## config.mk

```make
export PLATFORM = sky130hd
export DESIGN_NAME = aib_phy_ctrl
export DESIGN_NICKNAME = d
export VERILOG_FILES = /design/src/logic/aib_ctrl_pkg.sv /design/src/logic/csr_bus_if.sv /design/src/logic/apb_slave_ctrl.sv /design/src/logic/chan_csr_bank.sv /design/src/logic/global_status_regs.sv /design/src/logic/aib_phy_ctrl.sv
export SDC_FILE = /design/constraint.sdc
export NUM_CORES = 1
export LEC_CHECK = 0
export BUFFER_PORTS_ARGS = -buffer_cell sky130_fd_sc_hd__buf_4
export CORE_UTILIZATION = 45
export DETAILED_ROUTE_END_ITERATION = 10
export PLACE_DENSITY = 0.7
export SYNTH_ARGS = -nofsm -noshare
export SYNTH_HDL_FRONTEND = slang
export SYNTH_HIERARCHICAL = 1
export SYNTH_SLANG_ARGS = --single-unit
```

## constraint.sdc

```tcl
create_clock -name pclk -period 3.2 [get_ports pclk]
set_input_delay 0.16 -clock pclk [delete_from_list [all_inputs] [get_ports pclk]]
set_output_delay 0.16 -clock pclk [all_outputs]
set_load 0.005 [all_outputs]
```

## src/logic/aib_ctrl_pkg.sv

```systemverilog
/* Shared sizes, types, register map offsets, field positions
   and reset values of the AIB PHY configuration controller */

package aib_ctrl_pkg;

   // ========================================
   // Sizes and types
   // ========================================
   localparam int NCH_DEF = 2;          // Default AIB channel count
   localparam int DLYW    = 10;         // Delay-adjust code width
   localparam int AW      = 12;         // APB address width
   localparam int DW      = 32;         // APB data width

   typedef logic [DLYW-1:0] dly_t;      // One delay-adjust code
   typedef logic [AW-1:0]   addr_t;
   typedef logic [DW-1:0]   data_t;

   // ========================================
   // Register map
   // ========================================
   // Channel region starts at bit 8
   localparam addr_t CHAN_BASE   = 12'h100;
   localparam addr_t CHAN_STRIDE = 12'h010;  // One slot per channel
   localparam addr_t CTRL_OFS    = 12'h000;  // Resets and IDDR enable
   localparam addr_t DLY_OFS     = 12'h004;  // SDR and DDR codes

   // Global and status region
   localparam addr_t GLB_OFS  = 12'h000;     // por_sl2sl, cfg_en
   localparam addr_t STAT_OFS = 12'h004;     // Read only
   localparam addr_t FS_OFS   = 12'h008;     // Far-side resets, read only

   // Field positions
   localparam int DDR_LSB     = 16;          // DDR code in DLY
   localparam int FS_ADAP_LSB = 16;          // fs_adap_rstn in FS

   // ========================================
   // Reset values and misc
   // ========================================
   localparam data_t GLB_RESET = 32'h0000_0001;  // por_sl2sl set, cfg_en clear

   localparam int SYNC_STAGES = 2;  // Flops per synchronizer

endpackage

```

## src/logic/csr_bus_if.sv

```systemverilog
/* Internal register bus between the APB slave and the
   register targets */

interface csr_bus_if;
   import aib_ctrl_pkg::*;

   addr_t addr;     // Offset inside the selected region
   data_t wdata;
   logic  wr_stb;   // One cycle per write
   logic  rd_stb;   // One cycle per read
   data_t rdata;    // Valid the cycle after rd_stb, then held

   // APB side
   modport control (
      output addr,
      output wdata,
      output wr_stb,
      output rd_stb,
      input  rdata
   );

   // Register bank side
   modport target (
      input  addr,
      input  wdata,
      input  wr_stb,
      input  rd_stb,
      output rdata
   );

endinterface

```

## src/logic/apb_slave_ctrl.sv

```systemverilog
/* APB slave with one wait state, region decode and strobe
   generation onto the channel and global register buses */

module apb_slave_ctrl #(
   parameter int NCH = 2
) (
   input  logic                pclk,
   input  logic                rst,
   input  aib_ctrl_pkg::addr_t paddr,
   input  logic                pwrite,
   input  logic                psel,
   input  logic                penable,
   input  aib_ctrl_pkg::data_t pwdata,
   output aib_ctrl_pkg::data_t prdata,
   output logic                pready,
   csr_bus_if.control          chan_bus,
   csr_bus_if.control          glb_bus
);
   import aib_ctrl_pkg::*;

   typedef enum logic [1:0] {
      S_IDLE,   // Waiting for setup phase
      S_STB,    // Cycle A, strobe out
      S_DONE    // pready and read data
   } state_t;

   state_t          state_q;
   logic            chan_sel;
   logic            glb_sel;
   logic            sel_chan_q;   // Region of the running transfer
   addr_t           ofs;

   // ========================================
   // Address decode
   // ========================================
   assign chan_sel = |(paddr & CHAN_BASE);           // Bit 8 picks channel region
   assign glb_sel  = !chan_sel;
   assign ofs      = paddr & ~CHAN_BASE;              // Strip the region bit

   // Transfer FSM, psel ignored outside idle
   always_ff @(posedge pclk) begin
      if (rst) begin
         state_q <= S_IDLE;
      end else begin
         case (state_q)
            S_IDLE:  if (psel && !penable) state_q <= S_STB;   // Setup phase seen
            S_STB:   state_q <= S_DONE;
            default: state_q <= S_IDLE;
         endcase
      end
   end

   // Remember region for the read return
   always_ff @(posedge pclk) begin
      if (state_q == S_STB)
         sel_chan_q <= chan_sel;
   end

   // ========================================
   // Register bus drive
   // ========================================
   assign chan_bus.addr   = ofs;
   assign chan_bus.wdata  = pwdata;
   assign chan_bus.wr_stb = (state_q == S_STB) && chan_sel && pwrite;
   assign chan_bus.rd_stb = (state_q == S_STB) && chan_sel && !pwrite;

   assign glb_bus.addr    = ofs;
   assign glb_bus.wdata   = pwdata;
   assign glb_bus.wr_stb  = (state_q == S_STB) && glb_sel && pwrite;
   assign glb_bus.rd_stb  = (state_q == S_STB) && glb_sel && !pwrite;

   // Completion and read return
   assign pready = (state_q == S_DONE);

   always_comb begin
      prdata = '0;                        // Zero outside the done cycle
      if (state_q == S_DONE)
         prdata = sel_chan_q ? chan_bus.rdata : glb_bus.rdata;
   end

endmodule

```

## src/logic/chan_csr_bank.sv

```systemverilog
/* Per-channel CTRL and DLY registers driving the near-side
   resets, IDDR enable and delay-adjust codes */

module chan_csr_bank #(
   parameter int NCH = 2
) (
   input  logic                              pclk,
   input  logic                              rst,
   csr_bus_if.target                         bus,
   output logic [NCH-1:0]                    ns_rstn,
   output logic [NCH-1:0]                    ns_adap_rstn,
   output logic [NCH-1:0]                    iddr_enable,
   output aib_ctrl_pkg::dly_t [NCH-1:0]      sdr_dly,
   output aib_ctrl_pkg::dly_t [NCH-1:0]      ddr_dly
);
   import aib_ctrl_pkg::*;

   localparam int REG_LSB = $clog2(CHAN_STRIDE);
   localparam int IDXW    = $clog2(CHAN_BASE) - REG_LSB;
   localparam int CIW     = (NCH > 1) ? $clog2(NCH) : 1;  // Array select width

   logic [IDXW-1:0] idx;       // Channel slot from offset
   logic [CIW-1:0]  ch;        // Narrowed select
   logic            idx_ok;
   addr_t           reg_ofs;   // Register inside the slot
   data_t           rd_val;

   // ========================================
   // Offset split
   // ========================================
   assign idx     = bus.addr[REG_LSB +: IDXW];
   assign ch      = idx[CIW-1:0];
   assign idx_ok  = (int'(idx) < NCH);
   assign reg_ofs = bus.addr & (CHAN_STRIDE - 1'b1);

   // Control writes, all resets asserted after rst
   always_ff @(posedge pclk) begin
      if (rst) begin
         ns_rstn      <= '0;
         ns_adap_rstn <= '0;
         iddr_enable  <= '0;
         sdr_dly      <= '0;
         ddr_dly      <= '0;
      end else if (bus.wr_stb && idx_ok) begin
         case (reg_ofs)
            CTRL_OFS: begin
               ns_rstn[ch]      <= bus.wdata[0];
               ns_adap_rstn[ch] <= bus.wdata[1];
               iddr_enable[ch]  <= bus.wdata[2];
            end
            DLY_OFS: begin
               sdr_dly[ch] <= bus.wdata[DLYW-1:0];           // Bits 9:0
               ddr_dly[ch] <= bus.wdata[DDR_LSB +: DLYW];    // Bits 25:16
            end
            default: ;   // Unmapped, write dropped
         endcase
      end
   end

   // ========================================
   // Readback
   // ========================================
   always_comb begin
      rd_val = '0;   // Unused bits and slots read zero
      if (idx_ok) begin
         case (reg_ofs)
            CTRL_OFS: rd_val[2:0] = {iddr_enable[ch], ns_adap_rstn[ch], ns_rstn[ch]};
            DLY_OFS: begin
               rd_val[DLYW-1:0]         = sdr_dly[ch];
               rd_val[DDR_LSB +: DLYW]  = ddr_dly[ch];
            end
            default: rd_val = '0;
         endcase
      end
   end

   // Captured on the strobe, held until next read
   always_ff @(posedge pclk) begin
      if (bus.rd_stb)
         bus.rdata <= rd_val;
   end

endmodule

```

## src/logic/global_status_regs.sv

```systemverilog
/* Status synchronizers, global register, status readback,
   digital-domain POR combine and config_done */

module global_status_regs #(
   parameter int NCH = 2
) (
   input  logic           pclk,
   input  logic           rst,
   csr_bus_if.target      bus,
   input  logic [NCH-1:0] rstn_out,        // Far-side returns, async
   input  logic [NCH-1:0] adap_rstn_out,
   input  logic           device_detect,
   input  logic           por_out,
   input  logic           conf_done,
   output logic [NCH-1:0] fs_rstn,
   output logic [NCH-1:0] fs_adap_rstn,
   output logic           por_vcc_dig,
   output logic           config_done
);
   import aib_ctrl_pkg::*;

   localparam int SW = 2*NCH + 3;   // Synchronized bits in total

   logic [SW-1:0] sync_q [SYNC_STAGES];
   logic          dd_s;             // Synchronized device_detect
   logic          por_s;
   logic          conf_s;
   logic [1:0]    glb_q;            // {cfg_en, por_sl2sl}
   data_t         rd_val;

   // ========================================
   // Synchronizers into pclk
   // ========================================
   always_ff @(posedge pclk) begin
      if (rst) begin
         for (int i = 0; i < SYNC_STAGES; i++)
            sync_q[i] <= '0;
      end else begin
         sync_q[0] <= {conf_done, por_out, device_detect, adap_rstn_out, rstn_out};
         for (int i = 1; i < SYNC_STAGES; i++)
            sync_q[i] <= sync_q[i-1];
      end
   end

   assign {conf_s, por_s, dd_s, fs_adap_rstn, fs_rstn} = sync_q[SYNC_STAGES-1];

   // Global register, only writable location here
   always_ff @(posedge pclk) begin
      if (rst)
         glb_q <= GLB_RESET[1:0];
      else if (bus.wr_stb && (bus.addr == GLB_OFS))
         glb_q <= bus.wdata[1:0];
   end

   // ========================================
   // POR and configuration done
   // ========================================
   assign por_vcc_dig = por_out | glb_q[0];   // Raw POR, no sync on this path

   always_ff @(posedge pclk) begin
      if (rst)
         config_done <= 1'b0;
      else
         config_done <= glb_q[1] & conf_s & ~por_s;  // Enabled, configured, out of POR
   end

   // Readback decode
   always_comb begin
      rd_val = '0;
      case (bus.addr)
         GLB_OFS:  rd_val[1:0] = glb_q;
         STAT_OFS: rd_val[2:0] = {conf_s, por_s, dd_s};
         FS_OFS: begin
            rd_val[NCH-1:0]            = fs_rstn;
            rd_val[FS_ADAP_LSB +: NCH] = fs_adap_rstn;
         end
         default:  rd_val = '0;   // Unmapped
      endcase
   end

   always_ff @(posedge pclk) begin
      if (bus.rd_stb)
         bus.rdata <= rd_val;
   end

endmodule

```

## src/logic/aib_phy_ctrl.sv

```systemverilog
/* Top level of the AIB PHY configuration controller
   with APB slave, channel registers and global status */

module aib_phy_ctrl #(
   parameter int NCH = aib_ctrl_pkg::NCH_DEF
) (
   input  logic                         pclk,
   input  logic                         rst,
   // APB
   input  aib_ctrl_pkg::addr_t          paddr,
   input  logic                         pwrite,
   input  logic                         psel,
   input  logic                         penable,
   input  aib_ctrl_pkg::data_t          pwdata,
   output aib_ctrl_pkg::data_t          prdata,
   output logic                         pready,
   // Near-side controls
   output logic [NCH-1:0]               r_apb_ns_rstn,
   output logic [NCH-1:0]               r_apb_ns_adap_rstn,
   output logic [NCH-1:0]               r_apb_iddr_enable,
   output aib_ctrl_pkg::dly_t [NCH-1:0] sdr_dly_adjust,
   output aib_ctrl_pkg::dly_t [NCH-1:0] ddr_dly_adjust,
   // Far side returns
   input  logic [NCH-1:0]               rstn_out,
   input  logic [NCH-1:0]               adap_rstn_out,
   output logic [NCH-1:0]               r_apb_fs_rstn,
   output logic [NCH-1:0]               r_apb_fs_adap_rstn,
   // POR and configuration
   input  logic                         device_detect,
   input  logic                         por_out,
   input  logic                         conf_done,
   output logic                         por_vcc_dig,    // VCC_DIG domain POR
   output logic                         config_done     // To open drain driver
);

   csr_bus_if chan_bus ();   // Channel region 0x100
   csr_bus_if glb_bus  ();   // Global and status region

   apb_slave_ctrl #(.NCH(NCH)) u_apb (
      .pclk     (pclk),
      .rst      (rst),
      .paddr    (paddr),
      .pwrite   (pwrite),
      .psel     (psel),
      .penable  (penable),
      .pwdata   (pwdata),
      .prdata   (prdata),
      .pready   (pready),
      .chan_bus (chan_bus.control),
      .glb_bus  (glb_bus.control)
   );

   chan_csr_bank #(.NCH(NCH)) u_chan (
      .pclk         (pclk),
      .rst          (rst),
      .bus          (chan_bus.target),
      .ns_rstn      (r_apb_ns_rstn),
      .ns_adap_rstn (r_apb_ns_adap_rstn),
      .iddr_enable  (r_apb_iddr_enable),
      .sdr_dly      (sdr_dly_adjust),
      .ddr_dly      (ddr_dly_adjust)
   );

   global_status_regs #(.NCH(NCH)) u_glb (
      .pclk          (pclk),
      .rst           (rst),
      .bus           (glb_bus.target),
      .rstn_out      (rstn_out),
      .adap_rstn_out (adap_rstn_out),
      .device_detect (device_detect),
      .por_out       (por_out),
      .conf_done     (conf_done),
      .fs_rstn       (r_apb_fs_rstn),
      .fs_adap_rstn  (r_apb_fs_adap_rstn),
      .por_vcc_dig   (por_vcc_dig),
      .config_done   (config_done)
   );

endmodule

```

=== Word level (Yosys, flattened, before mapping) ===
Memory sizes are Yosys's and may differ from the RTL's.
Cells that the tools add are included.

* Logic and storage cells: 82
* Memory bits (read-only): 0
* Output and inout port bits: 85
* Bits in latches: 0
* Flip-flop bits (word level): 89
* Memories: 1
* Bits in writable memories: 14

* Divide/modulo/power cells: 0
* Bitwise logic cells: 6
* Magnitude comparators: 3
* Reductions and logical operators: 19
* Add/sub/neg operators: 0
* Shift operators: 0
* Equality and inequality tests: 6
* Muxes and demuxes: 30
* $mul: 0

{| class="wikitable"
|+ Memories
! memory !! depth !! bits a word !! rd ports !! clocked after Yosys merged registers in !! wr ports !! RTL line !! text
|-
| u_glb.sync_q || 2 || 7 || 2 || 0 || 2 || global_status_regs.sv:24 || <nowiki>logic [SW-1:0] sync_q [SYNC_STAGES];</nowiki>
|}

{| class="wikitable"
|+ Operators by type and width
! operator !! count
|-
| 32-bit two-way mux || 2
|-
| 10-bit two-way mux || 5
|-
| 20-bit bitwise mux || 2
|-
| 12-bit zero test || 2
|-
| 7-bit two-way mux || 2
|-
| 11-bit by 3-bit == test with 1-bit output, second input constant || 1
|-
| 11-bit by 4-bit == test with 1-bit output, second input constant || 1
|-
| 10-bit demux with 1-bit select || 1
|-
| 1-bit logical AND || 10
|-
| 1-bit two-way mux || 10
|-
| 2-bit bitwise mux || 3
|-
| 2-bit one-hot mux with 3 select lines || 1
|-
| 3-bit one-hot mux with 2 select lines || 1
|-
| 2-bit AND reduction || 3
|-
| 4-bit by 3-bit == test with 1-bit output, second input constant || 1
|-
| 4-bit by 2-bit less-than comparator with 1-bit output, second input constant || 1
|-
| 2-bit one-hot mux with 2 select lines || 1
|-
| 1-bit zero test || 3
|-
| 1-bit bitwise OR || 3
|-
| 1-bit bitwise AND || 2
|-
| 2-bit by 1-bit == test with 1-bit output, second input constant || 1
|-
| 2-bit == test, second input constant || 1
|-
| 2-bit zero test || 1
|-
| 1-bit by 2-bit less-than comparator with 1-bit output, second input constant || 1
|-
| 5 further kinds || 5
|}

=== Logic depth before layout (Yosys ltp) ===
Gate-level depths: netlist of the first run.

* Depth in word-level cells: 5
* Mapped depth: 9
* Depth with buffers taken out: 6

=== Hierarchy ===
Netlist of the first run, hierarchy kept.

{| class="wikitable"
|+ By module, submodules not included
! module !! times used !! seq. area each (um^2) !! cells an instance !! area each (um^2)
|-
| chan_csr_bank || 1 || 1521.5 || 270 || 3041.7
|-
| apb_slave_ctrl || 1 || 70.1 || 175 || 1348.8
|-
| global_status_regs || 1 || 490.5 || 96 || 1027.2
|}

=== Worst setup path before layout of the first run ===
No wires, ideal clock.

* Kind: register to register
* Start: reg u_apb.state_q[1]
* End: reg u_chan.bus.rdata[0], enable pin
* Arrival time: 2054 ps
* Cell stages (with the launch flop): 3
* Slack: 719 ps
* Clock period less this slack: 2481 ps
* Cells stage by stage: dfxtp_1 > nand2b_1 > nor3b_1

* Cells in the longest elaborated chain, start to end: 3

{| class="wikitable"
|+ Ends and longest elaborated chain
! item !! RTL line !! text
|-
| from (decl) || apb_slave_ctrl.sv:27 || <nowiki>state_t state_q;</nowiki>
|-
| from (signal assigned) || apb_slave_ctrl.sv:43 || <nowiki>state_q <= S_IDLE;</nowiki>
|-
| from (signal assigned) || apb_slave_ctrl.sv:46 || <nowiki>S_IDLE: if (psel && !penable) state_q <= S_STB;</nowiki>
|-
| from (signal assigned) || apb_slave_ctrl.sv:47 || <nowiki>S_STB: state_q <= S_DONE;</nowiki>
|-
| 2-bit by 1-bit == test with 1-bit output || apb_slave_ctrl.sv:65 || <nowiki>assign chan_bus.rd_stb = (state_q == S_STB) && chan_sel && !pwrite;</nowiki>
|-
| 1-bit logical AND (2 in series) || apb_slave_ctrl.sv:65 ||
|-
| named net chan_bus.rd_stb || csr_bus_if.sv:10 || <nowiki>logic rd_stb;</nowiki>
|-
| to (signal assigned) || chan_csr_bank.sv:80 || <nowiki>bus.rdata <= rd_val;</nowiki>
|-
| to (decl) || csr_bus_if.sv:28 || <nowiki>output rdata</nowiki>
|}

The timed path passes the listed nets, and every way through them passes these cells.
A chain may end at the register's enable or synchronous reset.

=== Final worst setup path of the first run ===
* Start: reg u_apb.state_q[1]
* End: reg u_chan/ddr_dly[14] (netlist bit)

* Cells in the longest elaborated chain, start to end: 5

{| class="wikitable"
|+ Ends and longest elaborated chain
! item !! RTL line !! text
|-
| 2-bit by 1-bit == test with 1-bit output || apb_slave_ctrl.sv:64 || <nowiki>assign chan_bus.wr_stb = (state_q == S_STB) && chan_sel && pwrite;</nowiki>
|-
| 1-bit logical AND (2 in series) || apb_slave_ctrl.sv:64 ||
|-
| named net chan_bus.wr_stb || csr_bus_if.sv:9 || <nowiki>logic wr_stb;</nowiki>
|-
| 1-bit logical AND || chan_csr_bank.sv:44 || <nowiki>end else if (bus.wr_stb && idx_ok) begin</nowiki>
|-
| 2-bit AND reduction (no line) || -- ||
|-
| to (signal, indexed assignment) || chan_csr_bank.sv:53 || <nowiki>ddr_dly[ch] <= bus.wdata[DDR_LSB +: DLYW];</nowiki>
|-
| to (decl) || chan_csr_bank.sv:14 || <nowiki>output aib_ctrl_pkg::dly_t [NCH-1:0] ddr_dly</nowiki>
|}

The timed path passes the listed nets, and every way through them passes these cells.

==> results of run 1 <==
## power breakdown
group | internal (mW) | switching (mW) | total (mW)
logic | 0.0936 | 0.0800 | 0.174
clock network | 0.284 | 0.362 | 0.646
registers | 1.19 | 0.00557 | 1.20
total | 1.57 | 0.448 | 2.02
## placed cells by master (no fill, tap or decap), types with 3 or more instances in the layout
| cell | instances |
|---|---|
| buf_4 | 120 |
| nand2_1 | 3 |
| clkbuf_8 | 9 |
| dfxtp_1 | 65 |
| dlygate4sd3_1 | 6 |
| nor3_1 | 4 |
| mux2i_1 | 105 |
| nor2b_1 | 15 |
| or3_1 | 4 |
| inv_1 | 3 |
| nor2_2 | 10 |
| or2_2 | 4 |
| conb_1 | 40 |
| nand2b_1 | 71 |
| nor2_1 | 45 |
| clkbuf_1 | 6 |
| edfxtp_1 | 26 |
## final timing paths
kind	from	end	slack [ns]
worst max-delay path	u_apb/state_q[1]$_SDFFE_PP0P_	u_chan/ddr_dly[14]$_SDFFE_PP0P_	0.94
worst min-delay path	rstn_out[0]	u_glb/sync_q[0][0]$_SDFF_PP0_	0.02
worst max register to register	u_apb/state_q[1]$_SDFFE_PP0P_	u_chan/ddr_dly[14]$_SDFFE_PP0P_	0.94
worst min register to register	u_glb/sync_q[0][12]$_SDFF_PP0_	u_glb/config_done$_SDFF_PP0_	0.44
## per-layer routing
layer / GRT usage / wire [um]
met1: 0.217 / 4480
met2: 0.278 / 4450
met3: 0.0386 / 538
met4: 0.0920 / 248
met5: 0 / 0
## through the flow
stage | utilization | cells | power [mW] | hold WS [ns]
after floorplan | - | 532 | 1.40 | 0.232
final | 0.520 | 701 | 2.02 | 0.0215
after global routing | 0.520 | 701 | 2.10 | 0.0249
after detailed placement | 0.501 | 679 | 1.39 | 0.332
after global placement | 0.501 | 679 | 1.39 | 0.330
after CTS | 0.520 | 701 | 2.04 | 0.00135
## sequential cells by signal (all words and copies together) (netlist names)
signal	flops
u_chan/bus.rdata	20
u_chan/ddr_dly	20
u_chan/sdr_dly	20
u_glb/sync_q	14
u_glb/bus.rdata	5
u_apb/state_q	2
u_chan/iddr_enable	2
u_chan/ns_adap_rstn	2
u_chan/ns_rstn	2
u_glb/glb_q	2
u_apb/sel_chan_q	1
u_glb/config_done	1
## area by class of cell
cell class / count / area, um2
Clock buffer: 15 / 146
Clock inverter: 1 / 5.00
Fill cell: 1031 / 5220
Inverter: 3 / 11.3
Multi-Input combinational cell: 325 / 2290
Sequential cell: 91 / 2080
Tap cell: 140 / 175
Timing Repair Buffer: 126 / 961
## timing repair
item	CTS	global route
endpoints found under the hold margin	6	0
setup endpoints to repair	0	0
hold buffers	6	0
==> flow_summary.json, run 1 <==
{
  "outcome": "finished, final reports clean",
  "port_buffers": 116,
  "insertion_delay_ns": 0.36,
  "avgSynthCellArea_um2": 10.2,
  "path_delay_family": "simple AND/OR/NAND/NOR gates",
  "cap_violations": 0,
  "clk_pin_slew_ns": 0.08,
  "avgViaCountPerCell": 4.60,
  "post_cts_resized": 0,
  "area_delta_synth_final_pct": 11.7,
  "die_h_um": 108,
  "antenna_found_initial": 0,
  "worstRegToRegCells": 6,
  "leakage_nw": 2.53,
  "cts_buffer_depth": 2,
  "yosysWarnings": 6,
  "rsz0062_at_grt": "no",
  "grt_pass1_wl_mm": 15.3,
  "syn_inst": 495,
  "design_area_um2": 5670,
  "max_clock_freq_mhz": 443,
  "drc": 0,
  "worst-path-stages": 6,
  "vias": 3228,
  "crit_path_top_delay_cell": "or4b_1",
  "cts.sinks": 91,
  "cp_max_fo": 15,
  "grt_max_degree": 88,
  "gp_congestion": 0.753,
  "setup_viol": 0,
  "dieArea_um2": 11700,
  "drt-pass1-iter-count": 4,
  "place_area_um2": 5460,
  "place_ws_ns": 0.982,
  "fin_nets": 612,
  "row_count": 38,
  "post-route-period-util": 0.706,
  "cp.required_ns": 3.43,
  "path_class": "reg -> reg",
  "synth_area_um2": 5070,
  "start_kind": "register",
  "crit_arrival_ns": 2.49,
  "start_util": 0.466,
  "tightest_slew_ns": 0.778,
  "power.density_nw_per_um2": 356,
  "drtIter0Drc": 143,
  "fp.coreArea_um2": 10900,
  "layout-drive-gt1-share": 0.276,
  "diodes": 0,
  "cts_root_buffer": "clkbuf_8",
  "slew_violations": 0,
  "hold_violations": 0,
  "crit_buf_inv": 1,
  "overflow": 0,
  "tns_ns": 0,
  "postRouteWirelength_mm": 9.72,
  "cts_tree": "yes",
  "ios": 141,
  "vdd_drop_max_uv": 189,
  "htreeDepth": 3,
  "skew_ns": 0.00700,
  "hold_depth": 2,
  "cp-end-kind": "register",
  "relSlewSlack": 0.480,
  "groute.usage.overall": 0.173,
  "critical_path.cell_chain": "nand2b_1 -> inv_1 -> and3_1 -> or4b_1 -> or3_4 -> mux2i_1",
  "post_drt_wl_per_cell_um": 13.9,
  "period_minus_slack_ns": 2.26,
  "drtAntennaViolNets": 0,
  "grt_pass1_vias": 3124,
  "hpwl_mm": 7.01,
  "fin_ws_ns": 0.942,
  "cts_buffers": 9,
  "slowest_delay_ns": 0.59,
  "hold_path_class": "in -> reg",
  "die_w_um": 108,
  "cts_setup_buffers": 0
}
No activity file was read; power rests on OpenSTA's default activity.
==> inputs of run 2 (changes only) <==
--- a/config.mk
+++ b/config.mk
@@ -5,10 +5,11 @@
 export SDC_FILE = /design/constraint.sdc
 export NUM_CORES = 1
 export LEC_CHECK = 0
+export ABC_AREA = 1
 export BUFFER_PORTS_ARGS = -buffer_cell sky130_fd_sc_hd__buf_4
 export CORE_UTILIZATION = 45
 export DETAILED_ROUTE_END_ITERATION = 10
-export PLACE_DENSITY = 0.7
+export PLACE_DENSITY = 0.72
 export SYNTH_ARGS = -nofsm -noshare
 export SYNTH_HDL_FRONTEND = slang
 export SYNTH_HIERARCHICAL = 1
==> constraint.sdc (replaced) <==
create_clock -name pclk -period 1.8 [get_ports pclk]
set_input_delay 0.09 -clock pclk [delete_from_list [all_inputs] [get_ports pclk]]
set_output_delay 0.09 -clock pclk [all_outputs]
set_load 0.005 [all_outputs]
==> flow_summary.json, run 2 <==
{
  "outcome": "finished, final reports clean",
  "vdd_drop_max_uv": 440,
  "hpwl_mm": 8.09,
  "layout_commonest_cell": "nand2_1",
  "switching_share": 0.253,
  "hold_path_class": "in -> reg",
  "cp.required_ns": 2.04,
  "dieArea_um2": 12200,
  "diodes": 0,
  "cts_tree": "yes",
  "gp_congestion": 0.854,
  "skew_ns": 0.00375,
  "design_area_um2": 6020,
  "grt_max_degree": 70,
  "antenna_found_initial": 0,
  "drtAntennaViolNets": 0,
  "fin_nets": 814,
  "yosysWarnings": 6,
  "drtIter0Drc": 295,
  "p_switching_mw": 1.09,
  "hold_violations": 0,
  "fp.coreArea_um2": 11400,
  "relSlewSlack": 0.641,
  "p_seq_frac": 0.491,
  "slowest_delay_ns": 0.36,
  "reg_top3": "u_chan/bus.rdata (20), u_chan/ddr_dly (20), u_chan/sdr_dly (20)",
  "start_util": 0.463,
  "drt-pass1-iter-count": 5,
  "htreeDepth": 3,
  "slew_violations": 0,
  "max_clock_freq_mhz": 608,
  "cts_buffers": 9,
  "rsz0062_at_grt": "no",
  "setup_viol": 0,
  "tightest_slew_ns": 0.538,
  "ios": 141,
  "drc": 0,
  "vias": 4307,
  "clockPowerShare": 0.423,
  "insertion_delay_ns": 0.34,
  "area_delta_synth_final_pct": 13.9,
  "port_buffers": 116,
  "cts_root_buffer": "clkbuf_16",
  "leakage_nw": 2.63,
  "cp_max_fo": 51,
  "final_cell_mix": "nand2_1, buf_4, nor2_1, a21oi_1, dfxtp_1",
  "path_delay_family": "simple AND/OR/NAND/NOR gates",
  "place_area_um2": 5630,
  "cp-end-kind": "register",
  "groute.usage.overall": 0.191,
  "start_kind": "register",
  "power.density_nw_per_um2": 720,
  "crit_arrival_ns": 1.88,
  "avgViaCountPerCell": 4.75,
  "period_minus_slack_ns": 1.64,
  "die_h_um": 110,
  "critical_path.cell_chain": "inv_1 -> nand3_1 -> nor2_1 -> nand3_2 -> nor2_8 -> buf_12 -> nand3_1 -> nand2_1 -> nor2_1",
  "row_count": 39,
  "layout-drive-gt1-share": 0.257,
  "overflow": 0,
  "path_class": "reg -> reg",
  "post-route-period-util": 0.913,
  "cts_buffer_depth": 2,
  "comb_power_share": 0.085,
  "postRouteWirelength_mm": 11.6,
  "post_drt_wl_per_cell_um": 12.8,
  "die_w_um": 110,
  "grt_pass1_wl_mm": 17.8,
  "grt_pass1_vias": 3763,
  "clk_pin_slew_ns": 0.07,
  "cap_violations": 0,
  "fill_cells": 1094,
  "synth_area_um2": 5280,
  "crit_path_top_delay_cell": "dfxtp_1",
  "intPower_mw": 3.24,
  "tns_ns": 0,
  "crit_buf_inv": 2,
  "avgSynthCellArea_um2": 7.51,
  "syn_inst": 703,
  "cts.sinks": 91
}
## run 2: power groups by stage
stage          logic, mW  clock network, mW  registers, mW
2_1_floorplan      0.352                  0           2.17
3_3_place_gp       0.341                  0           2.18
3_5_place_dp       0.348                  0           2.18
4_1_cts            0.364               1.86           2.13
5_1_grt            0.415               1.95           2.13
6_report           0.370               1.83           2.13
## run 2: per-layer routing
metal  share of wire  vias up  routed length, um  GRT usage
met1            0.44     1922               5150      0.254
met3           0.063       23                725     0.0382
met2            0.47      152               5410      0.298
li1                -     2210                  -          -
met5               0        -                  0          0
met4           0.025        0                288     0.0874
## run 2: metrics by stage
step | utilization | cells | setup slack, ns | total power, mW | hold WS (ns)
after floorplan | - | 740 | 0.0286 | 2.52 | 0.167
after global placement | 0.493 | 881 | 0.222 | 2.52 | 0.290
after detailed placement | 0.493 | 881 | 0.183 | 2.52 | 0.299
after CTS | 0.527 | 906 | 0.0764 | 4.35 | 0.00374
after global routing | 0.527 | 906 | 0.0201 | 4.49 | 0.0225
final | 0.527 | 906 | 0.156 | 4.33 | 0.0191
## run 2: worst reg2reg max path, stage by stage, from the launching register on
cell     delay [ns]
dfxtp_1        0.36
inv_1          0.10
nand3_1        0.11
nor2_1         0.18
nand3_2        0.17
nor2_8         0.15
buf_12         0.22
nand3_1        0.12
nand2_1        0.09
nor2_1         0.04
## run 2: final timing paths
path	endpoint	cells past startpoint	slack, ns	start
setup / recovery	u_chan/ddr_dly[6]$_SDFFE_PP0P_	9	0.16	u_apb/state_q[1]$_SDFFE_PP0P_
hold / removal	u_apb/state_q[0]$_SDFFE_PP0P_	3	0.02	psel
setup reg to reg	u_chan/ddr_dly[6]$_SDFFE_PP0P_	9	0.16	u_apb/state_q[1]$_SDFFE_PP0P_
hold reg to reg	u_glb/sync_q[0][13]$_SDFF_PP0_	2	0.40	u_glb/sync_q[0][6]$_SDFF_PP0_
## run 2: cell type report
type	instances	area, um2	area share
Multi-Input combinational cell	466	2170	0.361
Sequential cell	91	2080	0.346
Timing Repair Buffer	134	1080	0.180
Clock buffer	9	225	0.0374
Inverter	56	215	0.0358
Tap cell	143	179	0.0297
Clock inverter	7	63.8	0.0106
## run 2: timing repair
| item | 4_1_cts | 5_1_grt |
|---|---|---|
| buffers inserted | 0 | 0 |
| hold buffers | 9 | 0 |
| endpoints found under the setup margin | 0 | 1 |
| endpoints found under the hold margin | 9 | 0 |
| resized for setup | 0 | 1 |
